--- config.mk ---
export PLATFORM = sky130hd
export DESIGN_NAME = ms_timer
export DESIGN_NICKNAME = d
export VERILOG_FILES = /design/src/rtl/system_pkg.sv /design/src/rtl/ms_timer.sv
export VERILOG_INCLUDE_DIRS = /design/src /design/src/rtl
export SDC_FILE = /design/constraint.sdc
export NUM_CORES = 1
export LEC_CHECK = 0
export BUFFER_PORTS_ARGS = -buffer_cell sky130_fd_sc_hd__buf_4
export CAP_MARGIN = 20
export CORE_MARGIN = 1
export CORE_UTILIZATION = 50
export CTS_CLUSTER_SIZE = 20
export DETAILED_ROUTE_END_ITERATION = 10
export PLACE_DENSITY = 0.73
export SYNTH_ARGS = -nofsm -noshare
export SYNTH_HDL_FRONTEND = slang
export SYNTH_SLANG_ARGS = --single-unit
--- constraint.sdc ---
create_clock -name clk_24 -period 2.2 [get_ports clk_24]
set_clock_uncertainty 0.1 [all_clocks]
set_input_delay 0.33 -clock clk_24 [delete_from_list [all_inputs] [get_ports clk_24]]
set_output_delay 0.33 -clock clk_24 [all_outputs]
set_load 0.01 [all_outputs]
--- src/rtl/system_defs.svh ---
`ifndef SYSTEM_DEFS_SVH
`define SYSTEM_DEFS_SVH

// cpu bus widths
`define SYS_ADDR_W 16
`define SYS_DATA_W 8

// download port address, wide enough for all rom images
`define DN_ADDR_W 17

// memory array address widths
// program rom 32 KiB at 0x0000
`define PGROM_ADDR_W 15
// work ram 16 KiB at 0xC000
`define WKRAM_ADDR_W 14

// millisecond timer
`define TIMER_W 16
// clk_24 cycles in one millisecond
`define TICKS_PER_MS 24000

// download index of the program rom image
`define DN_INDEX_PGROM 0

// input page codes, cpu address bits 15 to 8
`define PAGE_JOYSTICK 8'h81
`define PAGE_ANALOG_L 8'h82
`define PAGE_ANALOG_R 8'h83
`define PAGE_PADDLE 8'h84
`define PAGE_SPINNER 8'h85
`define PAGE_PS2_KEY 8'h86
`define PAGE_PS2_MOUSE 8'h87
`define PAGE_TIMESTAMP 8'h88
`define PAGE_TIMER 8'h89

`endif

--- src/rtl/system_pkg.sv ---
`default_nettype none

`include "system_defs.svh"

package system_pkg;

	// one byte on the cpu data bus
	typedef logic [`SYS_DATA_W-1:0] byte_t;

	// cpu address
	typedef logic [`SYS_ADDR_W-1:0] cpu_addr_t;

	// download port address
	typedef logic [`DN_ADDR_W-1:0] dn_addr_t;

	// millisecond count
	typedef logic [`TIMER_W-1:0] timer_t;

	// decoded region of a cpu address
	typedef enum logic [3:0] {
		REGION_NONE,
		REGION_PGROM,
		REGION_WKRAM,
		REGION_JOYSTICK,
		REGION_ANALOG_L,
		REGION_ANALOG_R,
		REGION_PADDLE,
		REGION_SPINNER,
		REGION_PS2_KEY,
		REGION_PS2_MOUSE,
		REGION_TIMESTAMP,
		REGION_TIMER
	} region_t;

endpackage

`default_nettype wire

--- src/rtl/ms_timer.sv ---
`timescale 1ns/1ns
`default_nettype none

`include "system_defs.svh"

module ms_timer (
	input  wire logic          clk_24,
	input  wire logic          rst_n,
	input  wire logic          timer_clear,
	output system_pkg::timer_t count
);

	// prescaler sized to hold one millisecond of cycles
	localparam int PRESC_W = $clog2(`TICKS_PER_MS);
	localparam logic [PRESC_W-1:0] PRESC_LAST = PRESC_W'(`TICKS_PER_MS - 1);

	logic [PRESC_W-1:0] presc;

	// clear restarts the millisecond from zero
	always_ff @(posedge clk_24)
	begin
		if (!rst_n || timer_clear)
		begin
			presc <= '0;
			count <= '0;
		end
		else if (presc == PRESC_LAST)
		begin
			presc <= '0;
			// wraps after 65535 ms
			count <= count + 1'b1;
		end
		else
		begin
			presc <= presc + 1'b1;
		end
	end

	// outside a clear the count moves by one at most per cycle
	a_count_step: assert property (@(posedge clk_24) disable iff (!rst_n)
		(!$past(timer_clear) && count != $past(count)) |-> (count == $past(count) + 1'b1));

endmodule

`default_nettype wire

==> reports/metrics.csv <==
metric,value,unit
outcome,completed,
ys_types,32,
power_density,615,mW/mm^2
required,2.37,ns
die_w,55.5,microns
grt_max_degree,27,
grt.total_usage,0.224,
fin_crit,2.10,ns
synth_cells,166,
drc_errors,0,
drv_slew,0,
tns,0,ns
drt-wirelength-per-cell,13.8,microns
core_area,0.00273,sq mm
finalCritPeriodShare,0.955,
die_h,55.5,microns
final_cell_area,0.00172,sq mm
cts-resized-gates,0,
cts_setup_buffers,0,
numCtsBuffers,5,
syn_area_per_cell,8.63,sq um
hold_class,primary input to flop,
n_antenna_cell,0,
ant_nets,0,
area_delta_synth_final,19.9,%
p_comb_frac,0.019,
vias_per_cell,5.89,
fin_nets,197,
synth_nets,171,
post-route-util,0.628,
tightest_slew,0.599,ns
cts_sinks,31,
htreeDepth,2,
finalHoldViolations,0,
ys_ff_latch,31,
start_kind,flop,
p_sw_frac,0.205,
p_clk_frac,0.448,
syn_area,0.00143,sq mm
setup_viol,0,
wl,3.08,mm
clock-root-buffer,clkbuf_4,
vias,1320,
clock_latency,0.34,ns
antenna_found_initial,0,
final_common_cell,dfxtp_1,
grt_pass1_vias,1326,
placed_area,0.00163,sq mm
relSlewSlack,0.600,
initial_core_util,0.524,
drt-initial-drc-count,24,
fill_cells,234,
ys_seq_area_frac,0.433,
place.detailed.hpwl,2.19,mm
crit_fanout,26,
r2r_setup_slack,0.1,ns
p_int,0.839,mW
leakage,0.587,nW
place_ws,-0.00210,ns
setup_slack,0.0989,ns
crit_type,flop to flop,
cap_viol_max_count,0,
vdd_ir_drop_max,0.000478,V
rows,19,
max_freq,0.476,GHz
power_switching,0.217,mW
port_buffers,18,
cp-end-kind,flop,
power_frac_seq,0.534,
drtPass1Iterations,4,
cp.arrival,2.28,ns
io_pins,19,
drive_above_1_share,0.187,
yosysWarnings,0,
die_area,0.00308,sq mm
fin_cells,224,
grt_setup_unrepaired,false,
cts_tree,yes,
final_cell_mix,"dfxtp_1, buf_4, nor2_1, a21oi_1, nand2_1",
grt-ovfl-total,0,
clockBufferDepth,2,
grt_first_pass_wirelength,5.38,mm
dp_cells,216,
gp_congestion,0.784,
clk_pin_slew_worst_paths,0.10,ns
area by class of cell:
type	instances	area [sq um]	share of cell area
clock buffer	6	51.3	0.0299
timing repair buffer	26	195	0.114
multi-input combinational	125	766	0.446
inverter	3	11.3	0.00655
sequential	31	621	0.361
tap	31	38.8	0.0226
clock inverter	2	35.0	0.0204
cell families after synthesis:
group / Yosys count / synth area share
flops: 31 / 0.433
fa+ha+maj: 2 / 0.0175
simple gates: 78 / 0.307
buf+inv: 10 / 0.0323
compound gates: 32 / 0.130
xor+xnor: 12 / 0.0734
mux: 1 / 0.00699
worst paths after layout:
| kind | from | depth (start not counted) | to |
|---|---|---|---|
| worst min register to register | presc[14] | 2 | presc[14] |
| worst max-delay path | presc[9] | 4 | count[12] |
| worst min-delay path | timer_clear | 3 | presc[1] |
| worst max register to register | presc[9] | 4 | count[12] |
synthesized netlist by cell type:
cell       number  area share
buf_2           1      0.0035
a21oi_1        16       0.056
buf_6           1      0.0079
nor2b_1         1      0.0044
nor2_1         16       0.042
nand3b_1        1      0.0052
nor4_1          2      0.0087
or3b_2          1      0.0061
or4_1           9       0.047
and4_1          3       0.018
and2_1          2      0.0087
ha_1            2       0.017
or3_1           5       0.022
clkbuf_1        4       0.010
or4_4           1      0.0079
nor3_1          2      0.0070
o21ai_0         6       0.021
inv_1           3      0.0079
nand4bb_1       1      0.0079
nand3_1         8       0.028
buf_1           1      0.0026
o41ai_1         1      0.0061
nand4_1         7       0.031
xor2_1          5       0.031
nand2b_1        1      0.0044
o31ai_1         9       0.047
dfxtp_1        31        0.43
mux2i_1         1      0.0070
and3_1          4       0.017
nand2_1        13       0.034
or4b_1          1      0.0070
xnor2_1         7       0.043
critical path, stage by stage (launching register included):
cell,delay [ns]
dfxtp_1,0.35
nand3b_1,0.18
or4_4,0.69
or4_1,0.55
a21oi_1,0.16
power by group through the flow:
| stage | sequential (mW) | clock (mW) | combinational, mW |
|---|---|---|---|
| 2_1_floorplan | 0.576 | 0 | 0.0104 |
| 3_3_place_gp | 0.576 | 0 | 0.0190 |
| 4_1_cts | 0.563 | 0.485 | 0.0200 |
| 3_5_place_dp | 0.576 | 0 | 0.0194 |
| 6_report | 0.563 | 0.473 | 0.0197 |
| 5_1_grt | 0.564 | 0.507 | 0.0224 |
what timing repair did:
action                     CTS  global route
setup endpoints to repair    4             0
hold endpoints to repair     0             0
hold buffers                 0             0
per-stage QoR:
stage / hold WS, ns / power (mW)
floorplan: 0.318 / 0.587
global placement: 0.358 / 0.595
detailed placement: 0.384 / 0.596
CTS: 0.217 / 1.07
global route: 0.239 / 1.09
finish: 0.234 / 1.06
state kept, by name, summed over array words and instances (netlist names):
register	cells
count	16
presc	15
routing by layer:
layer	routed length, microns	GRT usage	vias to the layer above	part of all wire
li1	-	-	666	-
met1	1320	0.242	631	0.43
met2	1610	0.387	17	0.52
met3	101	0.0515	6	0.033
met4	53	0.150	0	0.017
met5	0	0	-	0
Note: power is estimated with default switching activity, not from simulation.
