$ cat src/rtl/system_defs.svh
`ifndef SYSTEM_DEFS_SVH
`define SYSTEM_DEFS_SVH

// cpu bus widths
`define SYS_ADDR_W 16
`define SYS_DATA_W 8

// download port address, wide enough for all rom images
`define DN_ADDR_W 17

// memory array address widths
// program rom 32 KiB at 0x0000
`define PGROM_ADDR_W 15
// work ram 16 KiB at 0xC000
`define WKRAM_ADDR_W 14

// millisecond timer
`define TIMER_W 16
// clk_24 cycles in one millisecond
`define TICKS_PER_MS 24000

// download index of the program rom image
`define DN_INDEX_PGROM 0

// input page codes, cpu address bits 15 to 8
`define PAGE_JOYSTICK 8'h81
`define PAGE_ANALOG_L 8'h82
`define PAGE_ANALOG_R 8'h83
`define PAGE_PADDLE 8'h84
`define PAGE_SPINNER 8'h85
`define PAGE_PS2_KEY 8'h86
`define PAGE_PS2_MOUSE 8'h87
`define PAGE_TIMESTAMP 8'h88
`define PAGE_TIMER 8'h89

`endif

$ cat src/rtl/system_pkg.sv
`default_nettype none

`include "system_defs.svh"

package system_pkg;

	// one byte on the cpu data bus
	typedef logic [`SYS_DATA_W-1:0] byte_t;

	// cpu address
	typedef logic [`SYS_ADDR_W-1:0] cpu_addr_t;

	// download port address
	typedef logic [`DN_ADDR_W-1:0] dn_addr_t;

	// millisecond count
	typedef logic [`TIMER_W-1:0] timer_t;

	// decoded region of a cpu address
	typedef enum logic [3:0] {
		REGION_NONE,
		REGION_PGROM,
		REGION_WKRAM,
		REGION_JOYSTICK,
		REGION_ANALOG_L,
		REGION_ANALOG_R,
		REGION_PADDLE,
		REGION_SPINNER,
		REGION_PS2_KEY,
		REGION_PS2_MOUSE,
		REGION_TIMESTAMP,
		REGION_TIMER
	} region_t;

endpackage

`default_nettype wire

$ cat src/rtl/input_ports.sv
`timescale 1ns/1ns
`default_nettype none

module input_ports (
	input  wire logic              clk_24,
	input  wire logic              rst_n,
	input  system_pkg::cpu_addr_t  cpu_addr,
	input  system_pkg::region_t    region,
	// 6 pads, 32 buttons each
	input  wire logic [191:0]      joystick,
	// 6 sticks, y in the high byte
	input  wire logic [95:0]       analog_l,
	input  wire logic [95:0]       analog_r,
	// 6 paddles, one byte each
	input  wire logic [47:0]       paddle,
	input  wire logic [95:0]       spinner,
	input  wire logic [10:0]       ps2_key,
	input  wire logic [47:0]       ps2_mouse,
	input  wire logic [32:0]       timestamp,
	input  system_pkg::timer_t     count,
	output system_pkg::byte_t      port_data
);

	// vectors padded up to the full byte range of their address bits
	logic [255:0] joystick_ext;
	logic [127:0] analog_l_ext;
	logic [127:0] analog_r_ext;
	logic [63:0] paddle_ext;
	logic [127:0] spinner_ext;
	logic [15:0] ps2_key_ext;
	logic [63:0] ps2_mouse_ext;
	logic [63:0] timestamp_ext;
	// selected byte and whether a device is addressed
	system_pkg::byte_t dev_byte;
	logic dev_sel;

	// bits past the vector width read as zero
	assign joystick_ext = {64'd0, joystick};
	assign analog_l_ext = {32'd0, analog_l};
	assign analog_r_ext = {32'd0, analog_r};
	assign paddle_ext = {16'd0, paddle};
	assign spinner_ext = {32'd0, spinner};
	assign ps2_key_ext = {5'd0, ps2_key};
	assign ps2_mouse_ext = {16'd0, ps2_mouse};
	assign timestamp_ext = {31'd0, timestamp};

	// byte k of the vector, k from the low address bits
	always_comb
	begin
		dev_byte = '0;
		dev_sel = 1'b1;
		case (region)
			system_pkg::REGION_JOYSTICK: dev_byte = joystick_ext[{cpu_addr[4:0], 3'd0} +: 8];
			system_pkg::REGION_ANALOG_L: dev_byte = analog_l_ext[{cpu_addr[3:0], 3'd0} +: 8];
			system_pkg::REGION_ANALOG_R: dev_byte = analog_r_ext[{cpu_addr[3:0], 3'd0} +: 8];
			system_pkg::REGION_PADDLE: dev_byte = paddle_ext[{cpu_addr[2:0], 3'd0} +: 8];
			system_pkg::REGION_SPINNER: dev_byte = spinner_ext[{cpu_addr[3:0], 3'd0} +: 8];
			system_pkg::REGION_PS2_KEY: dev_byte = ps2_key_ext[{cpu_addr[0], 3'd0} +: 8];
			system_pkg::REGION_PS2_MOUSE: dev_byte = ps2_mouse_ext[{cpu_addr[2:0], 3'd0} +: 8];
			system_pkg::REGION_TIMESTAMP: dev_byte = timestamp_ext[{cpu_addr[2:0], 3'd0} +: 8];
			// timer low byte at even, high byte at odd
			system_pkg::REGION_TIMER: dev_byte = count[{cpu_addr[0], 3'd0} +: 8];
			default: dev_sel = 1'b0;
		endcase
	end

	// one cycle to port_data, same as the memories
	always_ff @(posedge clk_24)
	begin
		if (!rst_n)
			port_data <= '0;
		else if (dev_sel)
			port_data <= dev_byte;
		else
			port_data <= '0;
	end

	// device bytes only load for addresses between rom and work ram
	a_no_mem_region: assert property (@(posedge clk_24) disable iff (!rst_n)
		dev_sel |-> (cpu_addr[15:14] == 2'b10));

endmodule

`default_nettype wire

$ cat config.mk
export PLATFORM = sky130hd
export DESIGN_NAME = input_ports
export DESIGN_NICKNAME = d
export VERILOG_FILES = /design/src/rtl/system_pkg.sv /design/src/rtl/input_ports.sv
export VERILOG_INCLUDE_DIRS = /design/src /design/src/rtl
export SDC_FILE = /design/constraint.sdc
export NUM_CORES = 1
export LEC_CHECK = 0
export ABC_CLOCK_PERIOD_IN_PS = 6300
export BUFFER_PORTS_ARGS = -buffer_cell sky130_fd_sc_hd__buf_2
export CORE_AREA = 2 2 263 265
export DETAILED_ROUTE_END_ITERATION = 16
export DIE_AREA = 0 0 265 267
export PLACE_DENSITY = 0.39
export SLEW_MARGIN = 5
export SYNTH_ARGS = -nofsm -noshare
export SYNTH_HDL_FRONTEND = slang
export SYNTH_SLANG_ARGS = --single-unit
$ cat constraint.sdc
create_clock -name clk_24 -period 6.3 [get_ports clk_24]
set_input_delay 0.63 -clock clk_24 [delete_from_list [all_inputs] [get_ports clk_24]]
set_output_delay 0.63 -clock clk_24 [all_outputs]
set_load 0.005 [all_outputs]
==> results.cfg <==
[clocking]
cts_buffers = 3
cts_setup_buffers = 0
h-tree-depth = 1
clkTransAtPathRegs_ps = 40
cts_buffer_depth = 2
cts_sinks = 8
cts-resized-gates = 0
cts_tree = done
postCtsHoldBufs = 0
root_buffer = clkbuf_16

[pwr]
p_seq_share_pct = 6.8
p_sw_mw = 0.352
combPwrFrac_pct = 77.5
power.internal_mw = 0.451
powerDensity_mw_per_mm2 = 80.1
ir_worst_vdd_mv = 0.0575
total_power_mw = 0.803
switching_share_pct = 43.8
clkPwrFrac_pct = 15.6
power.leakage_nw = 4.43

[place]
placed_cell_area_sq_mm = 0.00994
gp_congestion = 0.794
dpl_worst_slack_ps = 2200
hpwl_um = 44800
io_buffers = 654

[route]
drt-vias-per-instance = 4.19
num_vias = 9050
wl_um = 51900
drt_pre_antenna_iters = 7
wl_per_cell_um = 24.0
drc = 0
drtIter0Drc = 589
antenna_left = 0

[hold_path]
hp-class = in -> reg

[synthesis]
synth_top_cell_by_area = mux4_2
synth_top_family_by_area = multiplexers
synth-xor-area-share_pct = 0.430
syn_area_sq_mm = 0.00582
synth_cell_types = 61
netlist.area_leader.share_pct = 31.4
synth_ff_type = dfxtp_1
synthTopCellsByArea = mux4_2 31%, a221oi_1 11%, a22oi_1 7.4%
synthMuxAreaShare_pct = 37.3
synth_fp_nets = 1339
ys_ff_latch = 8
ys_warn_count = 0
synthAdderAreaFrac_pct = 0
synth_simple_gate_area_share_pct = 14.2
synth_enable_flop_cells = 0
synthCells = 681
avgSynthCellArea_sq_um = 8.54
ys_seq_area_share_pct = 2.75
synthArstFlopShare_pct = 0
synth-compound-area-share_pct = 36.4

[timing]
setup_viol = 0
hold_viol_final = 0
final.min_clock_period_ps = 3750
setup_ws_ps = 2550
drv_slew = 0
tns_ps = 0
worst_pin_slew_ps = 1070
hold_slack_ps = 1000
fin_crit_sh_pct = 59.6
max_freq_ghz = 0.267
rsz0062_at_grt = false
slew_headroom_pct = 28.5

[die]
core_sq_mm = 0.0680
die_h_um = 267
chipWidth_um = 265
dieArea_sq_mm = 0.0708
num_rows = 96
initial_utilization_pct = 8.56
ioPinCount = 666

[layout]
nets = 1930
final.fill_count = 7891
largest_register_ffs = 8
drive_gt1_share_pct = 61.3
top_register = port_data
fin_area_sq_mm = 0.0100
syn2layout_area_growth_pct = 72.5
reg.largest.list = port_data x8

[job]
maxCapViolCount = 0

[setup_path]
worstPathMaxFanout = 37
path_cells = buf_2 > and4bb_1 > buf_4 > nor2_2 > a2111oi_0 > or4_1 > a31oi_1 > a211o_1
crit_type = in -> reg
slowest_stage = a31oi_1
cp-start-kind = input port
max_stage_delay_ps = 700
cp.required_ps = 6490
critical_path_arrival_ps = 3940
critical_path.endpoint_type = register

[global_routing]
grtUsageTotal_pct = 13.7
antenna_found_initial = 19
grt_pass1_vias = 9430
grt_max_degree = 91
grt_pass1_wl_um = 68500
grt-ovfl-total = 0

[outcome]
status = complete, no violations
power by group through the flow:
stage	sequential, mW	combinational (mW)	clock [mW]
2_1_floorplan	0.0561	0.290	0
3_3_place_gp	0.0560	0.632	0
3_5_place_dp	0.0560	0.635	0
4_1_cts	0.0550	0.638	0.135
5_1_grt	0.0551	0.674	0.134
6_report	0.0550	0.623	0.125
layer usage:
layer  wire [um]  up-vias  GRT usage (%)  share of wire, %
li1            -     4092              -                 -
met1       20500     4330           16.1                39
met2       26000      542           25.1                50
met3        3490       72           2.45               6.7
met4        1760       14           4.37               3.4
met5          90        -              0              0.17
cell usage after synthesis, types with 11 or more instances:
master	count
nor2_1	39
mux4_2	81
a22oi_1	57
o21ai_0	23
nand3_1	18
buf_4	15
a21oi_1	49
buf_2	35
nor3_1	11
o22ai_1	25
nor2b_1	17
nand2_1	37
inv_1	15
clkbuf_1	31
a221oi_1	73
mux2i_1	23
worst paths after layout:
| kind | end | cells after the start | slack (ps) | from |
|---|---|---|---|---|
| worst min-delay path | port_data[2] | 5 | 1000 | analog_r[66] |
| worst max-delay path | port_data[2] | 8 | 2550 | region[0] |
area by class of cell:
type | instances | area (sq um) | share of cell area (%)
inverter | 16 | 60.1 | 0.599
tap | 882 | 1100 | 11.0
sequential | 8 | 160 | 1.60
clock buffer | 3 | 75.1 | 0.748
timing repair buffer | 675 | 3450 | 34.4
multi-input combinational | 568 | 5160 | 51.5
antenna | 8 | 20.0 | 0.200
through the flow:
stage,util [%],instances
5_1_grt,14.7,2156
6_report,14.8,2160
3_5_place_dp,14.6,2149
4_1_cts,14.7,2152
3_3_place_gp,14.6,2149
2_1_floorplan,-,681
cell families after synthesis:
kind of cell           Yosys count
AO/OA/AOI/OAI                  293
XOR/XNOR                         2
buffers and inverters          105
flip-flops                       8
multiplexers                   114
AND/OR/NAND/NOR                159
critical path: cells and delay by family:
family	cells	cell delay (ps)
compound gates	3	1150
buf+inv	2	550
simple gates	3	1590
placed cells by master (no fill, tap or decap), drive strengths merged, types with 4 or more instances in the layout:
cell and count:
a211o 5, a211oi 9, a21oi 49, a221o 6
a221oi 73, a22oi 57, a311oi 4, a31oi 9
and3 5, buf 675, dfxtp 8, diode 8
inv 15, mux2 10, mux2i 23, mux4 81
nand2 37, nand2b 6, nand3 18, nor2 40
nor2b 17, nor3 11, nor4 4, o211ai 8
o21ai 23, o221ai 4, o22ai 25
No activity file was read; power rests on OpenSTA's default activity.
