`config.mk`:
```
export PLATFORM = sky130hd
export DESIGN_NAME = bus_control
export DESIGN_NICKNAME = d
export VERILOG_FILES = /design/src/rtl/system_pkg.sv /design/src/rtl/bus_control.sv
export VERILOG_INCLUDE_DIRS = /design/src /design/src/rtl
export SDC_FILE = /design/constraint.sdc
export NUM_CORES = 1
export LEC_CHECK = 0
export BUFFER_PORTS_ARGS = -buffer_cell sky130_fd_sc_hd__buf_2
export CAP_MARGIN = 20
export CORE_MARGIN = 8
export CORE_UTILIZATION = 35
export CTS_BUF_LIST = sky130_fd_sc_hd__clkbuf_4 sky130_fd_sc_hd__clkbuf_8 sky130_fd_sc_hd__clkbuf_16
export DETAILED_ROUTE_END_ITERATION = 6
export PLACE_DENSITY_LB_ADDON = 0.12
export SYNTH_ARGS = -nofsm -noshare
export SYNTH_HDL_FRONTEND = slang
export SYNTH_SLANG_ARGS = --single-unit
```
`constraint.sdc`:
```
create_clock -name clk_24 -period 5.3 [get_ports clk_24]
set_clock_uncertainty 0.2 [all_clocks]
set_input_delay 0.795 -clock clk_24 [delete_from_list [all_inputs] [get_ports clk_24]]
set_output_delay 0.795 -clock clk_24 [all_outputs]
set_load 0.02 [all_outputs]
```
`src/rtl/system_defs.svh`:
```
`ifndef SYSTEM_DEFS_SVH
`define SYSTEM_DEFS_SVH

// cpu bus widths
`define SYS_ADDR_W 16
`define SYS_DATA_W 8

// download port address, wide enough for all rom images
`define DN_ADDR_W 17

// memory array address widths
// program rom 32 KiB at 0x0000
`define PGROM_ADDR_W 15
// work ram 16 KiB at 0xC000
`define WKRAM_ADDR_W 14

// millisecond timer
`define TIMER_W 16
// clk_24 cycles in one millisecond
`define TICKS_PER_MS 24000

// download index of the program rom image
`define DN_INDEX_PGROM 0

// input page codes, cpu address bits 15 to 8
`define PAGE_JOYSTICK 8'h81
`define PAGE_ANALOG_L 8'h82
`define PAGE_ANALOG_R 8'h83
`define PAGE_PADDLE 8'h84
`define PAGE_SPINNER 8'h85
`define PAGE_PS2_KEY 8'h86
`define PAGE_PS2_MOUSE 8'h87
`define PAGE_TIMESTAMP 8'h88
`define PAGE_TIMER 8'h89

`endif

```
`src/rtl/system_pkg.sv`:
```
`default_nettype none

`include "system_defs.svh"

package system_pkg;

	// one byte on the cpu data bus
	typedef logic [`SYS_DATA_W-1:0] byte_t;

	// cpu address
	typedef logic [`SYS_ADDR_W-1:0] cpu_addr_t;

	// download port address
	typedef logic [`DN_ADDR_W-1:0] dn_addr_t;

	// millisecond count
	typedef logic [`TIMER_W-1:0] timer_t;

	// decoded region of a cpu address
	typedef enum logic [3:0] {
		REGION_NONE,
		REGION_PGROM,
		REGION_WKRAM,
		REGION_JOYSTICK,
		REGION_ANALOG_L,
		REGION_ANALOG_R,
		REGION_PADDLE,
		REGION_SPINNER,
		REGION_PS2_KEY,
		REGION_PS2_MOUSE,
		REGION_TIMESTAMP,
		REGION_TIMER
	} region_t;

endpackage

`default_nettype wire

```
`src/rtl/bus_control.sv`:
```
`timescale 1ns/1ns
`default_nettype none

`include "system_defs.svh"

module bus_control (
	input  wire logic                clk_24,
	input  wire logic                rst_n,
	input  system_pkg::cpu_addr_t    cpu_addr,
	input  wire logic                mreq_n,
	input  wire logic                rd_n,
	input  wire logic                wr_n,
	input  system_pkg::byte_t        pgrom_data,
	input  system_pkg::byte_t        wkram_data,
	input  system_pkg::byte_t        port_data,
	output system_pkg::region_t      region,
	output logic                     wkram_wr,
	output logic                     timer_clear,
	output system_pkg::byte_t        rd_data
);

	// memory cycle qualifiers
	logic rd_cycle;
	logic wr_cycle;
	// region of the read sampled on the last edge
	system_pkg::region_t rd_region;

	assign rd_cycle = !mreq_n && !rd_n;
	assign wr_cycle = !mreq_n && !wr_n;

	// address decode
	always_comb
	begin
		region = system_pkg::REGION_NONE;
		if (!cpu_addr[15])
			region = system_pkg::REGION_PGROM;
		else if (cpu_addr[14])
			region = system_pkg::REGION_WKRAM;
		else
		begin
			// 0x8000 to 0xBFFF, one input device per page
			case (cpu_addr[15:8])
				`PAGE_JOYSTICK: region = system_pkg::REGION_JOYSTICK;
				`PAGE_ANALOG_L: region = system_pkg::REGION_ANALOG_L;
				`PAGE_ANALOG_R: region = system_pkg::REGION_ANALOG_R;
				`PAGE_PADDLE: region = system_pkg::REGION_PADDLE;
				`PAGE_SPINNER: region = system_pkg::REGION_SPINNER;
				`PAGE_PS2_KEY: region = system_pkg::REGION_PS2_KEY;
				`PAGE_PS2_MOUSE: region = system_pkg::REGION_PS2_MOUSE;
				`PAGE_TIMESTAMP: region = system_pkg::REGION_TIMESTAMP;
				`PAGE_TIMER: region = system_pkg::REGION_TIMER;
				default: region = system_pkg::REGION_NONE;
			endcase
		end
	end

	// writes act on the edge that samples them
	// rom writes from the cpu are dropped here
	assign wkram_wr = wr_cycle && (region == system_pkg::REGION_WKRAM);
	// any write into the timer page restarts it
	assign timer_clear = wr_cycle && (region == system_pkg::REGION_TIMER);

	// remember what the read addressed, idle cycles read as none
	always_ff @(posedge clk_24)
	begin
		if (!rst_n)
			rd_region <= system_pkg::REGION_NONE;
		else if (rd_cycle)
			rd_region <= region;
		else
			rd_region <= system_pkg::REGION_NONE;
	end

	// data sources are all registered one cycle after the address
	always_comb
	begin
		case (rd_region)
			system_pkg::REGION_PGROM: rd_data = pgrom_data;
			system_pkg::REGION_WKRAM: rd_data = wkram_data;
			system_pkg::REGION_NONE: rd_data = '0;
			default: rd_data = port_data;
		endcase
	end

	// a z80 never reads and writes in one cycle
	a_rd_wr_exclusive: assert property (@(posedge clk_24) disable iff (!rst_n)
		!mreq_n |-> (rd_n || wr_n));

endmodule

`default_nettype wire

```
==> results of run 1 <==
final timing paths:
kind | slack, ns | cells past startpoint | startpoint | end
max | 2.07 | 5 | cpu_addr[13] | timer_clear
min | 0.61 | 2 | rst_n | rd_region[2]
Yosys cell counts (2+ instances only):
master | instances | area share
nand2_1 | 9 | 0.064
a21boi_0 | 8 | 0.11
a221o_1 | 8 | 0.15
or4b_2 | 8 | 0.15
nor2_1 | 5 | 0.036
dfxtp_1 | 4 | 0.15
inv_1 | 4 | 0.028
buf_2 | 2 | 0.019
per-stage QoR:
stage	cells	instance area [um2]
4_1_cts	133	806
5_1_grt	133	806
6_report	133	806
2_1_floorplan	67	527
3_5_place_dp	130	783
3_3_place_gp	130	783
cells by family after synthesis:
logic type,Yosys count,synth area share
AO/OA/AOI/OAI,22,0.347
XOR/XNOR,1,0.0166
buffers and inverters,7,0.0546
flip-flops,4,0.152
AND/OR/NAND/NOR,33,0.430
power breakdown:
| part | internal (uW) | total [uW] | switching, uW |
|---|---|---|---|
| combinational | 19.9 | 36.7 | 16.8 |
| sequential | 30.6 | 31.8 | 1.14 |
| clock | 25.4 | 39.5 | 14.0 |
routing by layer:
layer,routed length (um),vias up
li1,-,372
met3,141,2
met2,942,22
met4,9,0
met1,779,320
met5,0,-
layout make-up:
cell class / instances / area [um2] / share of cell area
Timing Repair Buffer: 50 / 250 / 0.311
Multi-Input combinational cell: 56 / 418 / 0.519
Tap cell: 16 / 20.0 / 0.0248
Sequential cell: 4 / 80.1 / 0.0994
Clock buffer: 3 / 22.5 / 0.0280
Inverter: 4 / 15.0 / 0.0186
==> run metrics, run 1 <==
Final Util=0.554; Main synth FF type=dfxtp_1; fin. max-slew vios=0; register area share after synthesis=0.152; worst slew pin tran=0.526 ns; Relative slew margins=0.648; net count after synthesis=112; Top Ports=59; Biggest register=rd_region; largest net degree at the start of global routing=18; synth unique cells=27; Post-Syn Instances=67; cts hold-fix bufs=0; Ant. Diodes=0; Total Power=108 uW; Final WS setup=2.07 ns; GPL Wtd Cong=0.729; Final Setup Violations=0; Sink Count=4; overflow left after global routing=0; Buf+Inv Stages, Crit Path=2; #FFs+latches synth=4; M1 GR Usage=0.144; WHS=0.611 ns; First DRT Iteration DRCs=16; Mean Syn Cell Area=7.86 um2; # fillers=147; status=completed; First-pass DRT Iterations=4; Die Y=54.8 um; most frequent cells in the layout=50 x buf_2, 9 x nand2_1, 8 x or4b_2, 8 x a21boi_0, 8 x a221o_1; worst-path fanout max=3; most used cell along the critical path=buf_2; Largest regs=rd_region (4); clock tree root buffer cell=clkbuf_4; Starting Density=0.362; met2 Use GR=0.208; number of synthesized flops with an enable pin=0; Startpoint Class=input pin; crit end category=primary output; Port Buffer Count=50; # DRC=0; CTS tree=done; commonest non-fill, non-tap cell in the layout=buf_2; RSZ-0062 raised after global routing=no; Synth-to-Final Area Change=53.0%; vias in the first global route=666; Max Cap Viol=0; drt via density=5.38; Post-CTS Resized=0; Top Family by Delay on Critical Path=simple AND/OR/NAND/NOR gates; pwr dens=134 nW/um2; GRT Max-Usage Layer=met2; post-layout min period=3.23 ns; CP cell instances=buf_2 > or4b_4 > o31a_1 > nor4_2 > buf_2; Cell Rows=14; Final Cycle Share=0.610; Worst VDD drop=57.5 uV; TritonCTS Buffers=3; Largest stage delay, worst path=0.54 ns; Lkg Pwr=0.000418 uW; Largest register FFs=4; Core Box Area=1450 um2; initial antenna violation count=0; H-tree depth=1; Ys Warns=0; WL per Instance=14.1 um; met3 usage=0.0435; fmax=309 MHz; type of the worst min-delay path=in2reg; setup TNS=0 ns; Worst EP arrival=2.24 ns; mapped cell area=527 um2; first-pass GRT wire length=2820 um; Post-DRT Antenna Nets=0; gr usage total=0.127; via count=716; Clock Path Buffers=2; hold violation count in the final report=0; Post-CTS Setup Bufs=0; share of post-route cells with drive strength above 1=0.556; async set or reset register ratio after synthesis=0; Post-Route WL=1870 um; Final nets=164; Worst-path clk slew=0.04 ns; Detailed Place HPWL=1540 um; Crit-path slowest cell=or4b_4; CP Class=in2out; die width=54.8 um; Req. time, crit path=4.30 ns; die area=3000 um2; dpl ws=2.06 ns
No activity file was read; power rests on OpenSTA's default activity.
==> run 2: changes to the inputs <==
ABC_AREA = 1   (was default)
CORE_UTILIZATION = 31   (was 35)
clock period = 3.35 ns   (was 5.3 ns; I/O delays follow)
==> run metrics, run 2 <==
largest area contributor in the netlist=nand2_1; CP Class=reg2out; Clock Path Buffers=2; Largest stage delay, worst path=0.37 ns; async set or reset register ratio after synthesis=0; WHS=0.367 ns; Worst VDD drop=122 uV; Worst EP arrival=1.47 ns; Largest regs=rd_region (4); Multi-input gate area=338 um2; share of post-route cells with drive strength above 1=0.448; Starting Density=0.325; Final Cycle Share=0.649; largest net degree at the start of global routing=9; WL per Instance=9.89 um; gr usage total=0.104; Ys Warns=0; worst slew pin tran=0.548 ns; number of synthesized flops with an enable pin=0; DP Cell Count=158; First-pass DRT Iterations=4; # DRC=0; Post-CTS Setup Bufs=0; Core Box Area=1470 um2; Worst-path clk slew=0.03 ns; Mean Syn Cell Area=5.20 um2; Total Power=159 uW; register area share after synthesis=0.168; first-pass GRT wire length=2770 um; Final nets=192; die width=55.3 um; type of the worst min-delay path=in2reg; Post-Syn Instances=92; via count=711; crit end category=primary output; die area=3050 um2; most frequent cells in the layout=50 x buf_2, 34 x nand2_1, 14 x inv_1, 13 x nand3_1, 11 x nor2_1; Relative slew margins=0.632; # fillers=168; Crit-path slowest cell=nor3_2; CP cell instances=nor2_1 > inv_1 > nor3_2 > nand2_1 > nand3_1 > buf_2; Yosys top cell area share=0.267; status=completed; Cell Area, Placed=748 um2; First DRT Iteration DRCs=17; TritonCTS Buffers=3; net count after synthesis=137; Hold Startpoint=cpu_addr[15]; RSZ-0062 raised after global routing=no; Lkg Pwr=0.000496 uW; cts hold-fix bufs=0; clock tree root buffer cell=clkbuf_4; Post-DRT Antenna Nets=0; Top Ports=59; synth unique cells=16; Req. time, crit path=2.65 ns; Post-CTS Resized=0; hold path cells=3; H-tree depth=1; overflow left after global routing=0; Port Buffer Count=50; most common cell in the synthesized netlist=nand2_1; sequential cell area=80.1 um2; hold violation count in the final report=0; CTS tree=done; #FFs+latches synth=4; initial antenna violation count=0; Commonest cells post-synth=34 x nand2_1, 14 x inv_1, 13 x nand3_1, 11 x nor2_1, 4 x dfxtp_1; drt via density=4.42; Cell Rows=14; Startpoint Class=flip-flop; Post-Route WL=1590 um; synth top area cells=nand2_1 27%, dfxtp_1 17%, nand3_1 14%; Ant. Diodes=0; post-layout min period=2.17 ns; Die Y=55.3 um; Final Setup Violations=0; Biggest register=rd_region; mapped cell area=478 um2; Layout Cells excl Fill=161; Largest register FFs=4; GPL Wtd Cong=0.679; final instance area=771 um2; worst-path fanout max=8; setup TNS=0 ns; fmax=460 MHz; commonest non-fill, non-tap cell in the layout=buf_2; vias in the first global route=734; Sink Count=4; pwr dens=206 nW/um2; fin. max-slew vios=0; Detailed Place HPWL=1420 um; Main synth FF type=dfxtp_1; Synth-to-Final Area Change=61.3%; Max Cap Viol=0; Hold Path End=rd_region[1]
[run 2: worst max-delay path, delay by kind of cell, from the launching register on]
kind	cells	cell delay [ns]
and+or+nand+nor	4	0.71
DFF	1	0.29
buffers and inverters	2	0.25
[run 2: per-layer routing]
| layer | wire length (um) | track usage | share of wire |
|---|---|---|---|
| met3 | 243 | 0.0616 | 0.15 |
| met4 | 0 | 0.0528 | 0 |
| met2 | 646 | 0.155 | 0.41 |
| met5 | 0 | 0 | 0 |
| met1 | 704 | 0.114 | 0.44 |
[run 2: how the worst max path moves through the flow]
stage / from / endpoint / slack, ns / cells after the start
2_1_floorplan: cpu_addr[13] / wkram_wr / 1.35 / 6
3_3_place_gp: cpu_addr[15] / wkram_wr / 1.26 / 10
3_5_place_dp: cpu_addr[15] / wkram_wr / 1.25 / 10
4_1_cts: rd_region[3] / rd_data[6] / 1.13 / 6
5_1_grt: rd_region[3] / rd_data[4] / 0.95 / 6
6_report: rd_region[3] / rd_data[6] / 1.18 / 6
[run 2: kinds of logic (layout without fill, tap and decap cells)]
kind of cell           Yosys count  in the layout  share of synthesized area
flip-flops                       4              4                      0.168
buffers and inverters           16             69                      0.126
AO/OA/AOI/OAI                    4              4                     0.0576
AND/OR/NAND/NOR                 68             68                      0.649
[run 2: cell type report]
cell class / instances / area share
Timing Repair Buffer: 50 / 0.325
Multi-Input combinational cell: 72 / 0.438
Tap cell: 16 / 0.0260
Clock buffer: 3 / 0.0292
Inverter: 16 / 0.0779
Sequential cell: 4 / 0.104
[run 2: where the power goes]
part | internal, uW | leakage, uW | total, uW | switching, uW
sequential | 48.5 | 0.0000323 | 48.9 | 0.328
combinational | 25.2 | 0.000450 | 54.4 | 29.2
clock | 39.8 | 0.0000138 | 55.8 | 16.0
total | 114 | 0.000496 | 159 | 45.5
[run 2: through the flow]
step | setup slack (ns) | util
2_1_floorplan | 1.35 | -
3_5_place_dp | 1.25 | 0.509
6_report | 1.18 | 0.524
4_1_cts | 1.13 | 0.524
5_1_grt | 0.952 | 0.524
3_3_place_gp | 1.26 | 0.509
